==> src/switch_pkg.sv <==
package switch_pkg;

    // ----------------------------------------------------------------------
    // Fixed sizes
    // ----------------------------------------------------------------------
    localparam int NUM_PORTS = 4;           // Egress ports, fixed by register map

    typedef logic [7:0] byte_t;             // Data or address byte
    typedef logic [1:0] port_idx_t;         // Port number, also register address

    // ----------------------------------------------------------------------
    // Wishbone classic slave signals
    // ----------------------------------------------------------------------
    typedef struct packed {
        logic      cyc;                     // Bus cycle in progress
        logic      stb;                     // Strobe, request valid
        logic      we;                      // Write enable
        port_idx_t adr;                     // Register select
        byte_t     dat;                     // Write data
    } wb_req_t;

    typedef struct packed {
        logic  ack;                         // One-cycle acknowledge
        byte_t dat;                         // Read data, valid with ack
    } wb_rsp_t;

    // FIFO word, payload byte tagged with end of packet
    typedef struct packed {
        logic  eop;
        byte_t data;
    } fifo_entry_t;

    // Egress port output
    typedef struct packed {
        logic  valid;                       // Head byte presented
        logic  last;                        // Final payload byte
        byte_t data;
    } port_out_t;

    // ----------------------------------------------------------------------
    // State encodings
    // ----------------------------------------------------------------------
    typedef enum logic {RT_IDLE, RT_PAYLOAD} router_state_e;

    typedef enum logic [1:0] {EG_IDLE, EG_SEND, EG_GAP} egress_state_e;

endpackage

==> src/port_addr_regs.sv <==
module port_addr_regs
    import switch_pkg::*;
(
    input  logic    clk,
    input  logic    reset_b,
    // Wishbone slave
    input  wb_req_t i_wb,
    output wb_rsp_t o_wb,
    // Address table to router
    output byte_t   o_port_addr [NUM_PORTS]
);

    logic  ack_q;                           // Acknowledge register
    byte_t addr_q [NUM_PORTS];              // Port address table
    logic  req;                             // Active request this cycle

    assign req = i_wb.cyc && i_wb.stb;

    // ----------------------------------------------------------------------
    // Bus handshake
    // ----------------------------------------------------------------------

    // Ack one cycle after the request is seen, never two in a row
    always_ff @(posedge clk or negedge reset_b) begin
        if (!reset_b) begin
            ack_q <= 1'b0;
        end else begin
            ack_q <= req && !ack_q;
        end
    end

    assign o_wb.ack = ack_q;
    assign o_wb.dat = addr_q[i_wb.adr];     // Master holds adr through ack

    // ----------------------------------------------------------------------
    // Address registers
    // ----------------------------------------------------------------------

    // Reset to identity map, port k answers address k
    always_ff @(posedge clk or negedge reset_b) begin
        if (!reset_b) begin
            for (int k = 0; k < NUM_PORTS; k++) begin
                addr_q[k] <= byte_t'(k);
            end
        end else if (ack_q && req && i_wb.we) begin
            addr_q[i_wb.adr] <= i_wb.dat;  // Write lands on the ack edge
        end
    end

    always_comb begin
        for (int k = 0; k < NUM_PORTS; k++) begin
            o_port_addr[k] = addr_q[k];
        end
    end

    // Master holds its request unchanged until the ack
    assert property (@(posedge clk) disable iff (!reset_b)
        (req && !o_wb.ack) |=> $stable(i_wb))
        else $error("port_addr_regs: request changed before ack");

endmodule

==> src/packet_router.sv <==
module packet_router
    import switch_pkg::*;
(
    input  logic                 clk,
    input  logic                 reset_b,
    // Ingress stream
    input  logic                 i_valid,
    input  byte_t                i_data,
    // Address table and FIFO levels
    input  byte_t                i_port_addr [NUM_PORTS],
    input  logic [NUM_PORTS-1:0] i_almost_full,
    output logic                 o_stall,
    // FIFO write side
    output logic [NUM_PORTS-1:0] o_wr,
    output fifo_entry_t          o_entry
);

    router_state_e state_q;
    logic          hit_q;                   // Header matched a port
    port_idx_t     target_q;                // Resolved port for this packet
    logic          pend_q;                  // Byte waiting in data_q
    byte_t         data_q;                  // Payload byte, one cycle delay

    logic          match_hit;
    port_idx_t     match_idx;

    // ----------------------------------------------------------------------
    // Header match, lowest index wins
    // ----------------------------------------------------------------------
    always_comb begin
        match_hit = 1'b0;
        match_idx = '0;
        // Walk downward so the lowest match is the one left standing
        for (int k = NUM_PORTS - 1; k >= 0; k--) begin
            if (i_data == i_port_addr[k]) begin
                match_hit = 1'b1;
                match_idx = port_idx_t'(k);
            end
        end
    end

    // ----------------------------------------------------------------------
    // Ingress FSM
    // ----------------------------------------------------------------------
    always_ff @(posedge clk or negedge reset_b) begin
        if (!reset_b) begin
            state_q  <= RT_IDLE;
            hit_q    <= 1'b0;
            target_q <= '0;
            pend_q   <= 1'b0;
        end else begin
            pend_q <= (state_q == RT_PAYLOAD) && i_valid && hit_q;
            case (state_q)
                RT_IDLE: begin
                    if (i_valid) begin      // Header byte, consumed here
                        state_q  <= RT_PAYLOAD;
                        hit_q    <= match_hit;
                        target_q <= match_idx;
                    end
                end
                RT_PAYLOAD: begin
                    if (!i_valid) state_q <= RT_IDLE;  // Gap ends the packet
                end
                default: state_q <= RT_IDLE;
            endcase
        end
    end

    always_ff @(posedge clk) begin
        data_q <= i_data;                   // Byte written on the next edge
    end

    // Write one cycle late so the next i_valid tells us eop
    assign o_entry.eop  = !i_valid;
    assign o_entry.data = data_q;

    always_comb begin
        for (int k = 0; k < NUM_PORTS; k++) begin
            o_wr[k] = pend_q && (target_q == port_idx_t'(k));
        end
    end

    assign o_stall = |i_almost_full;        // Any port short of MAX_PKT space

    // Packets start only with MAX_PKT free everywhere, so no FIFO overflows
    assert property (@(posedge clk) disable iff (!reset_b)
        (state_q == RT_IDLE && i_valid) |-> !o_stall)
        else $error("packet_router: packet started under stall");

endmodule

==> src/packet_fifo.sv <==
module packet_fifo
    import switch_pkg::*;
#(
    parameter int FIFO_DEPTH = 32,          // Power of two
    parameter int MAX_PKT    = 16
) (
    input  logic        clk,
    input  logic        reset_b,
    // Write side
    input  logic        i_wr,
    input  fifo_entry_t i_entry,
    // Read side, show-ahead
    input  logic        i_pop,
    output fifo_entry_t o_head,
    output logic        o_empty,
    output logic        o_almost_full
);

    localparam int AW = $clog2(FIFO_DEPTH);

    fifo_entry_t   mem [FIFO_DEPTH];
    logic [AW:0]   wptr_q;                  // Extra MSB is the wrap bit
    logic [AW:0]   rptr_q;
    logic [AW:0]   count;                   // Entries held
    logic          full;

    // ----------------------------------------------------------------------
    // Storage and pointers
    // ----------------------------------------------------------------------
    always_ff @(posedge clk) begin
        if (i_wr) mem[wptr_q[AW-1:0]] <= i_entry;
    end

    always_ff @(posedge clk or negedge reset_b) begin
        if (!reset_b) begin
            wptr_q <= '0;
            rptr_q <= '0;
        end else begin
            if (i_wr)  wptr_q <= wptr_q + 1'b1;
            if (i_pop) rptr_q <= rptr_q + 1'b1;
        end
    end

    // ----------------------------------------------------------------------
    // Flags
    // ----------------------------------------------------------------------
    assign count   = wptr_q - rptr_q;
    assign o_empty = (wptr_q == rptr_q);
    assign full    = (wptr_q[AW] != rptr_q[AW]) && (wptr_q[AW-1:0] == rptr_q[AW-1:0]);

    // Less than MAX_PKT free, i.e. a full packet might not fit
    assign o_almost_full = (count > (AW+1)'(FIFO_DEPTH - MAX_PKT));

    assign o_head = mem[rptr_q[AW-1:0]];    // Head visible right after write

    // Egress side must respect empty
    assert property (@(posedge clk) disable iff (!reset_b) i_pop |-> !o_empty)
        else $error("packet_fifo: pop while empty");

    // Router side relies on the stall to keep this
    assert property (@(posedge clk) disable iff (!reset_b) i_wr |-> !full)
        else $error("packet_fifo: write while full");

endmodule

==> src/gap_timer.sv <==
module gap_timer #(
    parameter int GAP_CYCLES = 4            // At least 1
) (
    input  logic clk,
    input  logic reset_b,
    input  logic i_start,                   // Load on last byte of packet
    output logic o_done
);

    localparam int CW = $clog2(GAP_CYCLES + 1);

    logic [CW-1:0] cnt_q;                   // Zero when idle

    always_ff @(posedge clk or negedge reset_b) begin
        if (!reset_b) begin
            cnt_q <= '0;
        end else if (i_start) begin
            cnt_q <= CW'(GAP_CYCLES);
        end else if (cnt_q != '0) begin
            cnt_q <= cnt_q - 1'b1;
        end
    end

    // High in the final gap cycle, GAP_CYCLES after start
    assign o_done = (cnt_q == CW'(1));

endmodule

==> src/egress_sm.sv <==
module egress_sm
    import switch_pkg::*;
(
    input  logic        clk,
    input  logic        reset_b,
    // FIFO side
    input  fifo_entry_t i_head,
    input  logic        i_empty,
    output logic        o_pop,
    // Port side
    input  logic        i_read,
    output port_out_t   o_port,
    // Gap timer
    input  logic        i_gap_done,
    output logic        o_start_gap
);

    egress_state_e state_q;
    logic          accept;                  // Byte taken this cycle

    // ----------------------------------------------------------------------
    // Port output
    // ----------------------------------------------------------------------

    // Head goes straight out except during the gap
    assign o_port.valid = (state_q != EG_GAP) && !i_empty;
    assign o_port.last  = o_port.valid && i_head.eop;
    assign o_port.data  = i_head.data;

    assign accept      = o_port.valid && i_read;
    assign o_pop       = accept;
    assign o_start_gap = accept && i_head.eop;   // Timer runs from this edge

    // ----------------------------------------------------------------------
    // Egress FSM
    // ----------------------------------------------------------------------
    always_ff @(posedge clk or negedge reset_b) begin
        if (!reset_b) begin
            state_q <= EG_IDLE;
        end else begin
            case (state_q)
                EG_IDLE: begin
                    if (accept) begin
                        // Single-byte packet skips SEND
                        state_q <= i_head.eop ? EG_GAP : EG_SEND;
                    end
                end
                EG_SEND: begin
                    if (accept && i_head.eop) state_q <= EG_GAP;
                end
                EG_GAP: begin
                    if (i_gap_done) state_q <= EG_IDLE;  // Valid may return next
                end
                default: state_q <= EG_IDLE;
            endcase
        end
    end

    // Timer and FSM stay in step, done only seen while gapping
    assert property (@(posedge clk) disable iff (!reset_b)
        i_gap_done |-> (state_q == EG_GAP))
        else $error("egress_sm: gap done outside GAP state");

endmodule

==> src/packet_switch.sv <==
module packet_switch
    import switch_pkg::*;
#(
    parameter int FIFO_DEPTH = 32,
    parameter int MAX_PKT    = 16,
    parameter int GAP_CYCLES = 4
) (
    input  logic                 clk,
    input  logic                 reset_b,
    // Register access
    input  wb_req_t              i_wb,
    output wb_rsp_t              o_wb,
    // Ingress
    input  logic                 i_valid,
    input  byte_t                i_data,
    output logic                 o_stall,
    // Egress
    output port_out_t            o_port [NUM_PORTS],
    input  logic [NUM_PORTS-1:0] i_read
);

    byte_t                port_addr [NUM_PORTS];   // Address table
    logic [NUM_PORTS-1:0] fifo_wr;                 // Router write strobes
    fifo_entry_t          fifo_entry;              // Shared write word
    logic [NUM_PORTS-1:0] almost_full;
    fifo_entry_t          fifo_head [NUM_PORTS];
    logic [NUM_PORTS-1:0] fifo_empty;
    logic [NUM_PORTS-1:0] fifo_pop;
    logic [NUM_PORTS-1:0] gap_start;
    logic [NUM_PORTS-1:0] gap_done;

    // ----------------------------------------------------------------------
    // Shared blocks
    // ----------------------------------------------------------------------
    port_addr_regs u_regs (
        .clk         (clk),
        .reset_b     (reset_b),
        .i_wb        (i_wb),
        .o_wb        (o_wb),
        .o_port_addr (port_addr)
    );

    packet_router u_router (
        .clk           (clk),
        .reset_b       (reset_b),
        .i_valid       (i_valid),
        .i_data        (i_data),
        .i_port_addr   (port_addr),
        .i_almost_full (almost_full),
        .o_stall       (o_stall),
        .o_wr          (fifo_wr),
        .o_entry       (fifo_entry)
    );

    // ----------------------------------------------------------------------
    // Per-port lanes
    // ----------------------------------------------------------------------
    for (genvar p = 0; p < NUM_PORTS; p++) begin : g_lane
        packet_fifo #(.FIFO_DEPTH(FIFO_DEPTH), .MAX_PKT(MAX_PKT)) u_fifo (
            .clk           (clk),
            .reset_b       (reset_b),
            .i_wr          (fifo_wr[p]),
            .i_entry       (fifo_entry),
            .i_pop         (fifo_pop[p]),
            .o_head        (fifo_head[p]),
            .o_empty       (fifo_empty[p]),
            .o_almost_full (almost_full[p])
        );

        egress_sm u_egress (
            .clk         (clk),
            .reset_b     (reset_b),
            .i_head      (fifo_head[p]),
            .i_empty     (fifo_empty[p]),
            .o_pop       (fifo_pop[p]),
            .i_read      (i_read[p]),
            .o_port      (o_port[p]),
            .i_gap_done  (gap_done[p]),
            .o_start_gap (gap_start[p])
        );

        gap_timer #(.GAP_CYCLES(GAP_CYCLES)) u_gap (
            .clk     (clk),
            .reset_b (reset_b),
            .i_start (gap_start[p]),
            .o_done  (gap_done[p])
        );
    end

endmodule

==> config.mk <==
export PLATFORM = sky130hd
export DESIGN_NAME = packet_switch
export DESIGN_NICKNAME = d
export VERILOG_FILES = /design/src/switch_pkg.sv /design/src/port_addr_regs.sv /design/src/packet_router.sv /design/src/packet_fifo.sv /design/src/gap_timer.sv /design/src/egress_sm.sv /design/src/packet_switch.sv
export SDC_FILE = /design/constraint.sdc
export NUM_CORES = 2
export LEC_CHECK = 0
export BUFFER_PORTS_ARGS = -buffer_cell sky130_fd_sc_hd__buf_4
export CELL_PAD_IN_SITES_DETAIL_PLACEMENT = 0
export CELL_PAD_IN_SITES_GLOBAL_PLACEMENT = 2
export CORE_MARGIN = 2
export CORE_UTILIZATION = 44
export CTS_CLUSTER_DIAMETER = 120
export CTS_CLUSTER_SIZE = 40
export DETAILED_ROUTE_END_ITERATION = 10
export PLACE_DENSITY = 0.85
export SETUP_SLACK_MARGIN = 0.3
export SYNTH_ARGS = -nofsm -noshare
export SYNTH_HDL_FRONTEND = slang
export SYNTH_HIERARCHICAL = 1
export SYNTH_SLANG_ARGS = --single-unit
==> constraint.sdc <==
create_clock -name clk -period 2.7 [get_ports clk]
set_input_delay 0.27 -clock clk [delete_from_list [all_inputs] [get_ports clk]]
set_output_delay 0.27 -clock clk [all_outputs]
set_load 0.005 [all_outputs]
==> summary.txt <==
Clocking
  • H-tree depth: 2
  • CTS sink cnt: ~1300
  • Clock-pin slew on the worst setup and hold paths: between 0.1 and 0.15 ns
  • CTS tree: yes
  • CTS root buf: clkbuf_16
  • TritonCTS Buffers: 38
  • Clock buffer depth: 3
  • Clock latency on the worst-skew pair: 0.68 ns

Die
  • Boundary pin count: 78
  • # rows: roughly 130
  • Die height: 346 µm
  • Area of the core: 116000 µm²
  • Initial Util: 0.443
  • Die area: 120000 µm²
  • Width of the die: 346 µm

Routing
  • Via count: 26500
  • Post-DRT Antenna Nets: 0
  • Via-to-Cell Ratio: 5.69
  • WL final: 114 mm
  • WL/cell: 24.5 µm
  • DRC violation count after routing: 0
  • First-pass DRT Iterations: 7
  • Drt initial violations: between 2000 and 3000

Global route
  • Remaining global-route overflow: 0
  • Largest net degree at the start of global routing: 129
  • First-pass GRT wire length: 171 mm
  • Initial antenna violation count: 0
  • GRT Total Usage: 0.186
  • Vias in the first global route: 26700

Power and ir drop
  • Maximum vdd drop: 0.000545 V
  • Leakage Power: ~20 nW
  • Sw frac: 0.318
  • Pwr Total: 0.0522 W
  • PwrDens: 880 nW/µm²
  • Pint: ~0.036 W
  • Gate power share: 0.414
  • Net switching power: 0.0166 W
  • Reg power frac: 0.428
  • Clk pwr share: 0.158

Setup path
  • Internal reg-to-reg setup slack: 0.01 ns
  • Worst reg-to-reg path cell count: 13
  • FF-to-FF Start: g_lane[2].u_fifo/rptr_q[0]$_DFFE_PN0P_
  • Worst EP arrival: 3.07 ns
  • Setup CP Type: reg2out
  • R2r endpoint: g_lane[2].u_gap/cnt_q[0]$_DFFE_PN0P_
  • Crit-path max FO: 2
  • CP Data Required Time: around 2.4 ns
  • CP endpoint kind: output pin
  • Startpoint Class: flip-flop

Synthesis
  • Syn Inst Count: 2720
  • Synth cell types: 63
  • Sequential element share of the synthesized area: 0.728
  • Most used DFF post-synth: edfxtp_1
  • Post-synthesis async set-or-reset flop share: 0.0837
  • Syn Nets: approximately 2800
  • Synth Register Bits: 1266
  • Post-Syn Area: 51400 µm²
  • Largest cells by area after synthesis: edfxtp_1 (67%), mux4_2 (8.9%), dfrtp_1 (5.0%), mux2i_1 (3.0%), ha_1 (1.3%)
  • Syn avg cell area: 18.9 µm²
  • Post-synth EDFFs: roughly 1200
  • Area leader, netlist: edfxtp_1
  • Yosys top cell area share: 0.673
  • Ys Warns: 6

Min path
  • Hold path cells: 3
  • Hold EP: g_lane[2].u_egress/state_q[1]$_DFFE_PN0P_
  • Hold_sp: i_read[2]
  • Worst min-delay path class: in2reg

Status
  • Failing checks: setup timing
  • Status: finished with violations

STA
  • Achievable Freq: 0.299 GHz
  • Worst Hold Slack: 0.103 ns
  • Layout Skew: approximately 0.034 ns
  • Worst slew pin tran: 0.954 ns
  • Fin. max-slew vios: 0
  • Final setup vio count: 37
  • RSZ-0062 raised after global routing: true
  • Setup ws final: -0.641 ns
  • Fin crit period: between 3 and 4 ns
  • Tcrit/Tclk final: 1.24
  • Fin. Hold Viols: 0
  • Setup TNS: -15.21 ns
  • Headroom to the max-slew limit: 0.364

Cells and area
  • Non-filler cells, final: between 4000 and 5000
  • Design area: 59300 µm²
  • Layout cell share with drive strength beyond 1: 0.328
  • Final net count: ~3200
  • Area delta synth->final: 15.5%

Flow run
  • Max-cap viol count: 0

Placement
  • Placed cell areas: 55500 µm²
  • Port Buffers: 77
  • Dpl hpwl: 71.9 mm
  • Cell total after placement: about 4500
  • Routability congestion estimate: 0.817
worst max-delay path, cell delays in order (launching register included):
cell	delay [ns]
dfrtp_4	0.53
ha_4	0.17
fa_2	0.35
xor2_1	0.18
nand3_1	0.11
a31oi_1	0.20
o22ai_2	0.12
or4_4	0.59
buf_6	0.15
cells in the mapped netlist, drive strengths merged (5+ instances only):
cell type  number
o22ai          12
a211oi         25
nand2          70
nor3           53
dfxtp           8
a21oi          75
buf           108
nand3          39
or3             5
inv            50
o21ai          27
o221ai         60
a22o           32
nor2b          34
nor3b          11
xor2           36
mux4          226
dfrtp         102
nand4          17
mux2           36
mux2i         154
xnor2          40
a22oi          36
ha             52
nand2b          5
edfxtp       1152
a2111oi         8
nor2          136
clkbuf         45
a31oi           8
per-layer routing:
layer	vias to the layer above	GRT usage	routed length [µm]
met5	-	0	0
met4	0	0.0321	1820
met3	99	0.0214	5690
met2	755	0.309	56100
met1	14000	0.271	50200
li1	11600	-	-
how the worst max path moves through the flow:
stage,start,end,slack (ns),cells past startpoint
3_5_place_dp,g_lane[3].u_fifo/rptr_q[0]$_DFFE_PN0P_,o_port[1],-0.48,8
6_report,g_lane[1].u_fifo/rptr_q[0]$_DFFE_PN0P_,o_stall,-0.64,8
4_1_cts,g_lane[1].u_fifo/rptr_q[0]$_DFFE_PN0P_,o_stall,-0.64,8
2_1_floorplan,g_lane[3].u_fifo/rptr_q[2]$_DFFE_PN0P_,o_stall,0.25,11
3_3_place_gp,g_lane[3].u_fifo/rptr_q[0]$_DFFE_PN0P_,o_port[1],-0.44,8
5_1_grt,g_lane[1].u_fifo/rptr_q[0]$_DFFE_PN0P_,o_stall,-0.74,8
sequential cells by signal, indices dropped and copies added, names as in the netlist:
register,count
u_router/state_q,1
u_regs/o_port_addr,32
g_lane.u_gap/cnt_q,12
u_router/pend_q,1
u_router/hit_q,1
u_regs/ack_q,1
g_lane.u_fifo/mem,1152
g_lane.u_fifo/wptr_q,24
u_router/target_q,2
g_lane.u_fifo/rptr_q,24
u_router/data_q,8
g_lane.u_egress/state_q,8
cell families (layout without fill, tap and decap cells):
logic type / count (synthesis) / after routing / synth area share
xor gates and xnor gates: 76 / 76 / 0.0129
AOI/OAI and AO/OA: 307 / 307 / 0.0433
muxes: 416 / 416 / 0.139
other: 0 / 1 / 0
and+or+nand+nor: 390 / 390 / 0.0375
DFF: 1266 / 1266 / 0.728
buffers and inverters: 209 / 615 / 0.0249
adders and majority gates: 56 / 56 / 0.0142
placed cells by master (no fill, tap or decap), drive strengths merged, types with 52 or more instances in the layout:
cell | synthesis | final
a21oi | 75 | 75
buf | 108 | 471
clkbuf | 45 | 58
dfrtp | 102 | 102
edfxtp | 1152 | 1152
ha | 52 | 52
inv | 50 | 55
mux2i | 154 | 154
mux4 | 226 | 226
nand2 | 70 | 70
nor2 | 136 | 136
nor3 | 53 | 53
o221ai | 60 | 60
power by group through the flow:
| stage | logic (W) | registers [W] | clock network (W) |
|---|---|---|---|
| 2_1_floorplan | 0.0117 | 0.0227 | 0 |
| 5_1_grt | 0.0229 | 0.0224 | 0.00908 |
| 4_1_cts | 0.0201 | 0.0223 | 0.00849 |
| 3_3_place_gp | 0.0165 | 0.0227 | 0 |
| 6_report | 0.0216 | 0.0223 | 0.00825 |
| 3_5_place_dp | 0.0168 | 0.0228 | 0 |
per-stage QoR:
step,setup WS [ns],util
final,-0.641,0.511
after floorplan,0.251,-
after CTS,-0.638,0.504
after detailed placement,-0.478,0.478
after global placement,-0.444,0.478
after global routing,-0.741,0.511
final cells by class:
type                       count  area (µm²)
fill                        9153       56700
clock inverter                 8        96.3
clock buffer                  54        1020
tap                         1524        1910
inverter                      53         204
sequential                  1266       37500
timing repair buffer         500        4670
antenna                        1        2.50
multi-input combinational   1245       14000
repair_timing:
action                     in CTS  in global routing
hold endpoints to repair       94                  0
setup buffers                  43                 33
resized for setup             234                120
gates cloned                    8                  3
setup endpoints to repair      58                 55
hold buffers                   23                  0
pin swaps                      60                 57
Note: power is estimated with default switching activity, not from simulation.
